[src/merge_pkg.sv]
`default_nettype none

package merge_pkg;

    localparam int COEF_ONE = 16;
    localparam int CHAN_MAX = 31;

    // encoding is also the bit index into a layer mask
    typedef enum logic [2:0] {
        layer_bg0 = 3'd0,
        layer_bg1 = 3'd1,
        layer_bg2 = 3'd2,
        layer_bg3 = 3'd3,
        layer_obj = 3'd4,
        layer_bd  = 3'd5
    } layer_e;

    typedef logic [5:0] layer_mask_t;

    typedef enum logic [1:0] {
        effect_none     = 2'd0,
        effect_alpha    = 2'd1,
        effect_brighten = 2'd2,
        effect_darken   = 2'd3
    } effect_e;

    typedef struct packed {
        logic [4:0] blue;
        logic [4:0] green;
        logic [4:0] red;
    } rgb15_t;

    typedef struct packed {
        logic   transparent;
        rgb15_t color;
    } bg_pixel_t;

    typedef struct packed {
        logic [1:0] prio;
        logic       transparent;
        rgb15_t     color;
    } obj_pixel_t;

    typedef struct packed {
        logic [4:0]      layer_ena;
        logic [3:0][1:0] bg_prio;
        effect_e         mode;
        layer_mask_t     first_target;
        layer_mask_t     second_target;
        logic [4:0]      eva;
        logic [4:0]      evb;
        logic [4:0]      bldy;
    } merge_config_t;

    typedef struct packed {
        logic            valid;
        logic [7:0]      x;
        logic [7:0]      y;
        bg_pixel_t [3:0] bg;
        obj_pixel_t      obj;
        rgb15_t          backdrop;
    } pixel_stage_t;

    typedef struct packed {
        pixel_stage_t stage;
        layer_e       top;
        logic         first_hit;
        rgb15_t       first_color;
        layer_mask_t  second;
    } prio_result_t;

    // raw effect channels, index 2 blue down to 0 red
    typedef logic [8:0] chan9_t;
    typedef logic signed [8:0] schan9_t;

    typedef struct packed {
        logic          valid;
        logic [7:0]    x;
        logic [7:0]    y;
        rgb15_t        top_color;
        logic          apply;
        effect_e       mode;
        chan9_t [2:0]  alpha_raw;
        chan9_t [2:0]  bright_raw;
        schan9_t [2:0] dark_raw;
    } blend_result_t;

    function automatic rgb15_t layer_color(input pixel_stage_t p, input layer_e l);
        case (l)
            layer_bg0: return p.bg[0].color;
            layer_bg1: return p.bg[1].color;
            layer_bg2: return p.bg[2].color;
            layer_bg3: return p.bg[3].color;
            layer_obj: return p.obj.color;
            default:   return p.backdrop;
        endcase
    endfunction

endpackage

`default_nettype wire

[src/merge_config_latch.sv]
`timescale 1ns/1ps
`default_nettype none

module merge_config_latch import merge_pkg::*; (
    input  wire logic          fclk,
    input  wire logic          reset,
    input  wire logic          hblank,
    input  wire merge_config_t cfg_in,
    output merge_config_t      cfg
);

    merge_config_t cfg_clamped;

    // anything above full weight acts as full weight
    function automatic logic [4:0] clamp_coef(input logic [4:0] coef);
        if (coef > COEF_ONE) begin
            return 5'(COEF_ONE);
        end
        return coef;
    endfunction

    always_comb begin
        cfg_clamped      = cfg_in;
        cfg_clamped.eva  = clamp_coef(cfg_in.eva);
        cfg_clamped.evb  = clamp_coef(cfg_in.evb);
        cfg_clamped.bldy = clamp_coef(cfg_in.bldy);
    end

    // ########################################
    // line config, taken only during hblank
    // ########################################

    always_ff @(posedge fclk) begin
        if (reset) begin
            cfg <= '0;
        end else if (hblank) begin
            cfg <= cfg_clamped;
        end
    end

endmodule

`default_nettype wire

[src/layer_priority.sv]
`timescale 1ns/1ps
`default_nettype none

module layer_priority import merge_pkg::*; (
    input  wire logic          fclk,
    input  wire logic          reset,
    input  wire merge_config_t cfg,
    input  wire pixel_stage_t  pix,
    output prio_result_t       res
);

    pixel_stage_t s1_pix;
    layer_mask_t  s1_vis;

    pixel_stage_t s2_pix;
    layer_mask_t  s2_vis;
    layer_e       s2_top;

    logic         first_hit;
    layer_mask_t  first_mask;
    layer_mask_t  second_vis;
    layer_e       second_top;
    layer_mask_t  second_mask;

    // lowest bg prio wins, lower index on ties, sprite wins when <= all visible bgs
    function automatic layer_e pick_top(
        input layer_mask_t     vis,
        input logic [3:0][1:0] bg_prio,
        input logic [1:0]      obj_prio
    );
        logic       bg_found;
        logic [1:0] best_prio;
        layer_e     best;
        bg_found  = 1'b0;
        best_prio = 2'd3;
        best      = layer_bd;
        for (int i = 0; i < 4; i++) begin
            if (vis[i] && (!bg_found || bg_prio[i] < best_prio)) begin
                bg_found  = 1'b1;
                best_prio = bg_prio[i];
                best      = layer_e'(i);
            end
        end
        if (vis[layer_obj] && (!bg_found || obj_prio <= best_prio)) begin
            best = layer_obj;
        end
        return best;
    endfunction

    // ########################################
    // stage 1: visibility
    // ########################################

    always_ff @(posedge fclk) begin
        if (reset) begin
            s1_pix.valid <= 1'b0;
        end else begin
            s1_pix <= pix;
            for (int i = 0; i < 4; i++) begin
                s1_vis[i] <= cfg.layer_ena[i] & ~pix.bg[i].transparent;
            end
            s1_vis[layer_obj] <= cfg.layer_ena[layer_obj] & ~pix.obj.transparent;
            // backdrop never drops out
            s1_vis[layer_bd]  <= 1'b1;
        end
    end

    // ########################################
    // stage 2: top layer
    // ########################################

    always_ff @(posedge fclk) begin
        if (reset) begin
            s2_pix.valid <= 1'b0;
        end else begin
            s2_pix <= s1_pix;
            s2_vis <= s1_vis;
            s2_top <= pick_top(s1_vis, cfg.bg_prio, s1_pix.obj.prio);
        end
    end

    // ########################################
    // stage 3: effect targets
    // ########################################

    always_comb begin
        first_hit   = cfg.first_target[s2_top];
        first_mask  = first_hit ? (layer_mask_t'(1) << s2_top) : '0;
        second_vis  = s2_vis & ~first_mask;
        second_top  = pick_top(second_vis, cfg.bg_prio, s2_pix.obj.prio);
        // one-hot candidate, zero if not a second target
        second_mask = (layer_mask_t'(1) << second_top) & cfg.second_target;
    end

    always_ff @(posedge fclk) begin
        if (reset) begin
            res.stage.valid <= 1'b0;
        end else begin
            res.stage       <= s2_pix;
            res.top         <= s2_top;
            res.first_hit   <= first_hit;
            res.first_color <= layer_color(s2_pix, s2_top);
            res.second      <= second_mask;
        end
    end

endmodule

`default_nettype wire

[src/color_blend.sv]
`timescale 1ns/1ps
`default_nettype none

module color_blend import merge_pkg::*; (
    input  wire logic          fclk,
    input  wire logic          reset,
    input  wire merge_config_t cfg,
    input  wire prio_result_t  res,
    output blend_result_t      blend
);

    rgb15_t          second_color;
    logic            second_hit;
    logic [2:0][4:0] first_ch;
    logic [2:0][4:0] second_ch;
    blend_result_t   blend_next;

    always_comb begin
        second_color = '0;
        for (int i = 0; i < 6; i++) begin
            if (res.second[i]) begin
                second_color = layer_color(res.stage, layer_e'(i));
            end
        end
        second_hit = |res.second;
        first_ch   = res.first_color;
        second_ch  = second_color;
    end

    // ########################################
    // effect arithmetic, all three in parallel
    // ########################################

    always_comb begin
        blend_next.valid     = res.stage.valid;
        blend_next.x         = res.stage.x;
        blend_next.y         = res.stage.y;
        blend_next.top_color = layer_color(res.stage, res.top);
        blend_next.mode      = cfg.mode;
        for (int c = 0; c < 3; c++) begin
            blend_next.alpha_raw[c] = 9'((first_ch[c] * cfg.eva
                                          + second_ch[c] * cfg.evb) / COEF_ONE);
            blend_next.bright_raw[c] = 9'(first_ch[c]
                                          + (CHAN_MAX - first_ch[c]) * cfg.bldy / COEF_ONE);
            blend_next.dark_raw[c] = 9'(first_ch[c] - first_ch[c] * cfg.bldy / COEF_ONE);
        end
        case (cfg.mode)
            // alpha needs a layer underneath to mix with
            effect_alpha:    blend_next.apply = res.first_hit & second_hit;
            effect_brighten: blend_next.apply = res.first_hit;
            effect_darken:   blend_next.apply = res.first_hit;
            default:         blend_next.apply = 1'b0;
        endcase
    end

    always_ff @(posedge fclk) begin
        if (reset) begin
            blend.valid <= 1'b0;
        end else begin
            blend <= blend_next;
        end
    end

endmodule

`default_nettype wire

[src/pixel_output.sv]
`timescale 1ns/1ps
`default_nettype none

module pixel_output import merge_pkg::*; (
    input  wire logic          fclk,
    input  wire logic          reset,
    input  wire blend_result_t blend,
    output logic               pixel_valid,
    output logic [7:0]         pixel_x,
    output logic [7:0]         pixel_y,
    output rgb15_t             pixel_color
);

    logic [2:0][4:0] top_ch;
    logic [2:0][4:0] effect_ch;
    rgb15_t          out_color;

    function automatic logic [4:0] sat_high(input chan9_t v);
        if (v > CHAN_MAX) begin
            return 5'(CHAN_MAX);
        end
        return v[4:0];
    endfunction

    function automatic logic [4:0] sat_low(input schan9_t v);
        if (v < 0) begin
            return 5'd0;
        end
        return v[4:0];
    endfunction

    // per channel saturation for the selected effect
    always_comb begin
        top_ch = blend.top_color;
        for (int c = 0; c < 3; c++) begin
            case (blend.mode)
                effect_alpha:    effect_ch[c] = sat_high(blend.alpha_raw[c]);
                effect_brighten: effect_ch[c] = sat_high(blend.bright_raw[c]);
                effect_darken:   effect_ch[c] = sat_low(blend.dark_raw[c]);
                default:         effect_ch[c] = top_ch[c];
            endcase
        end
        out_color = blend.apply ? rgb15_t'(effect_ch) : blend.top_color;
    end

    // ########################################
    // output register
    // ########################################

    always_ff @(posedge fclk) begin
        if (reset) begin
            pixel_valid <= 1'b0;
        end else begin
            pixel_valid <= blend.valid;
            if (blend.valid) begin
                pixel_x     <= blend.x;
                pixel_y     <= blend.y;
                pixel_color <= out_color;
            end
        end
    end

endmodule

`default_nettype wire

[src/gba_layer_merge.sv]
`timescale 1ns/1ps
`default_nettype none

module gba_layer_merge import merge_pkg::*; (
    input  wire logic            fclk,
    input  wire logic            reset,
    input  wire logic            hblank,
    input  wire merge_config_t   cfg_in,
    input  wire logic            pixel_in_valid,
    input  wire logic [7:0]      x,
    input  wire logic [7:0]      y,
    input  wire bg_pixel_t [3:0] bg,
    input  wire obj_pixel_t      obj,
    input  wire rgb15_t          backdrop,
    output logic                 pixel_valid,
    output logic [7:0]           pixel_x,
    output logic [7:0]           pixel_y,
    output rgb15_t               pixel_color
);

    merge_config_t cfg;
    pixel_stage_t  pix_in;
    prio_result_t  res;
    blend_result_t blend;

    // backdrop rides along with the layer pixels
    assign pix_in.valid    = pixel_in_valid;
    assign pix_in.x        = x;
    assign pix_in.y        = y;
    assign pix_in.bg       = bg;
    assign pix_in.obj      = obj;
    assign pix_in.backdrop = backdrop;

    merge_config_latch u_config (
        .fclk   (fclk),
        .reset  (reset),
        .hblank (hblank),
        .cfg_in (cfg_in),
        .cfg    (cfg)
    );

    layer_priority u_priority (
        .fclk  (fclk),
        .reset (reset),
        .cfg   (cfg),
        .pix   (pix_in),
        .res   (res)
    );

    color_blend u_blend (
        .fclk  (fclk),
        .reset (reset),
        .cfg   (cfg),
        .res   (res),
        .blend (blend)
    );

    pixel_output u_output (
        .fclk        (fclk),
        .reset       (reset),
        .blend       (blend),
        .pixel_valid (pixel_valid),
        .pixel_x     (pixel_x),
        .pixel_y     (pixel_y),
        .pixel_color (pixel_color)
    );

endmodule

`default_nettype wire

[config.mk]
export PLATFORM = sky130hd
export DESIGN_NAME = gba_layer_merge
export DESIGN_NICKNAME = d
export VERILOG_FILES = /design/src/merge_pkg.sv /design/src/merge_config_latch.sv /design/src/layer_priority.sv /design/src/color_blend.sv /design/src/pixel_output.sv /design/src/gba_layer_merge.sv
export SDC_FILE = /design/constraint.sdc
export NUM_CORES = 1
export LEC_CHECK = 0
export ABC_CLOCK_PERIOD_IN_PS = 20100
export BUFFER_PORTS_ARGS = -buffer_cell sky130_fd_sc_hd__buf_2
export CAP_MARGIN = 20
export CORE_AREA = 5 5 356 253
export CTS_CLUSTER_SIZE = 8
export DETAILED_ROUTE_END_ITERATION = 7
export DIE_AREA = 0 0 361 258
export SLEW_MARGIN = 40
export SYNTH_ARGS = -nofsm -noshare
export SYNTH_HDL_FRONTEND = slang
export SYNTH_SLANG_ARGS = --single-unit
[constraint.sdc]
create_clock -name fclk -period 20.1 [get_ports fclk]
set_input_delay 2.01 -clock fclk [delete_from_list [all_inputs] [get_ports fclk]]
set_output_delay 2.01 -clock fclk [all_outputs]
set_load 0.02 [all_outputs]
==> out/results.ini <==
[worst_setup_path]
r2r-start=u_priority.res[1]
cp.arrival_ps=6960
worst-setup-path-type=register to register
worstPathMaxFanout=19
cp-start-kind=register
r2r_setup_slack_ps=13480
cp.required_ps=20440
timing.rr.end=u_blend.blend[68]
critPathCaptureType=register
reg2reg_depth=19

[timing]
drv_slew=0
worst_pin_slew_ps=831
finClkSkew_ps=45.1
whs_ps=412
fin_crit_ps=6620
fmax_mhz=151
hold_violations=0
grt_setup_unrepaired=no
setup_viol=0
slew_headroom_pct=44.6
period_share_pct=32.9
fin_tns_setup_ps=0

[floorplanning]
pin_count=191
die_area_um2=93100
num_rows=91
start_util_pct=34.5
die-height_um=258
fp.dieW_um=361
core_area_um2=86800

[yosys]
async_flop_share_pct=0
syn_area_um2=30000
yosys.cell_types.count=75
synth_edf_count=488
synth.most_common_cell=edfxtp_1
yosys.area.top_type=edfxtp_1
synth_ff_type=edfxtp_1
syn_inst=2335
ys_seq_area_share_pct=52.1
synth.top_cell.area_share_pct=48.9
synth_common_cells=edfxtp_1, inv_1, ha_1
ys_top_cells_by_area=edfxtp_1, ha_1, fa_1
ys_ff_latch=535
synth_area_per_cell_um2=12.8
synthesis.nets=2872
yosysWarnings=0

[layout]
fin_nets=3098
final_cell_area_um2=34600
diodes=0
drive_above_1_share_pct=14.4
post-route-util_pct=39.9
area.growth.synth_to_final_pct=15.6

[routing]
vias=18390
ant_nets=0
drc_errors=0
drt_pass1_iterations=5
viasPerCell=4.90
wire_per_inst_um=18.1
drt_iter0_markers=1233
wirelength_um=68000

[placed_design]
gp_congestion=0.839
dp_hpwl_um=49200
placed_cell_area_um2=32300
place.port_buffers=190

[clock_tree]
path_clk_slew_ps=50
cts.sinks=535
cts_tree=done
cts_setup_buffers=0
clockBufferDepth=3
numCtsBuffers=77
htree_levels=3
hold_buffers=0
cts_resized=0
cts-root-buf=clkbuf_16
worstSkewPairLatency_ps=640

[min_path]
holdPathEnd=u_priority.res[126]
hp-start=u_priority.s2_pix[101]
hp-class=register to register
worstHoldPathCells=0

[global_route]
grtUsageTotal_pct=14.5
grt_start_max_net_pins=112
grt_pass1_vias=19651
grt_pass1_wl_um=109000
antenna_found_initial=1
grt_overflow=0

[status]
status=finished clean

[job]
drv_cap=0

[power]
power_leakage_nw=14.5
ir_drop_mv=0.0739
powerDensity_nw_per_um2=85.8

==> report_power, final <==
part | leakage (nW) | switching [W] | internal, W
sequential | 5.16 | 0.0000467 | 0.00133
clock | 1.06 | 0.000476 | 0.000707
combinational | 8.32 | 0.000243 | 0.000167
==> per-layer routing <==
layer / part of all wire (%) / track usage, %
met5: 0 / 0
met4: 2.0 / 3.58
met3: 4.8 / 2.77
met2: 47 / 23.7
met1: 47 / 20.0
==> stage by stage <==
step | worst slack (ps) | power, W | std cells
CTS | 13530 | 0.00301 | 3750
detailed placement | 13600 | 0.00180 | 3639
global route | 13020 | 0.00312 | 3755
global placement | 13760 | 0.00179 | 3638
floorplan | 8110 | 0.00167 | 2335
finish | 13480 | 0.00297 | 3755
==> worst max-delay path by stage <==
stage	start	end	slack [ps]
6_report	u_priority.res[1]	u_blend.blend[68]	13480
3_5_place_dp	u_priority.res[1]	u_blend.blend[68]	13600
3_3_place_gp	u_priority.res[1]	u_blend.blend[68]	13760
4_1_cts	u_priority.res[1]	u_blend.blend[60]	13530
5_1_grt	u_priority.res[1]	u_blend.blend[68]	13020
2_1_floorplan	reset	u_blend.blend[0]	8110
==> placed cells by master, fill, tap and decap left out, drive strengths merged, types with 16 or more instances in the layout <==
cell / instances
nand2b: 66
a21o: 25
mux2i: 69
xor2: 24
ha: 234
nand2: 161
xnor2: 42
mux4: 24
nor2: 89
dfxtp: 47
a222oi: 16
edfxtp: 488
and2: 120
buf: 234
inv: 256
fa: 144
o21ai: 66
or3: 24
clkbuf: 103
nor2b: 65
a21oi: 100
==> flip-flops by register name, summed over array words and instances (netlist names), 3 cells and up <==
register              cells
u_priority.res          132
u_priority.s1_pix       109
u_priority.s2_pix       109
u_blend.blend            98
u_config.cfg             42
u_output.pixel_color     15
u_output.pixel_x          8
u_output.pixel_y          8
u_priority.s1_vis         5
u_priority.s2_vis         5
u_priority.s2_top         3
==> layout make-up <==
type	count	area, um^2
clock buffers	102	2030
clock inverters	9	185
fillers	8154	52100
inverters	254	961
multi-input cells	1458	13100
flip-flops and latches	535	15600
well taps	1162	1450
repair buffers	235	1320
==> kinds of logic after synthesis <==
family          share of synthesized area [%]
fa+ha+maj                                19.4
simple gates                             10.3
flops                                    52.1
compound gates                           7.32
buf+inv                                  4.36
mux                                      4.41
xor+xnor                                 2.16
==> worst max-delay path, cell delays in order, from the launching register on <==
cell and delay (ps):
edfxtp_1 660, nor2b_1 200, buf_4 220, a221oi_1 100
o311ai_0 370, o21ai_0 140, o21ai_0 550, nand2_1 150
fa_1 490, fa_1 530, fa_1 550, inv_1 60
fa_1 500, fa_1 500, ha_1 340, nor2b_1 150
a41oi_1 230, a21oi_1 180, a31o_2 280, xor2_1 130
Note: power is estimated with default switching activity, not from simulation.
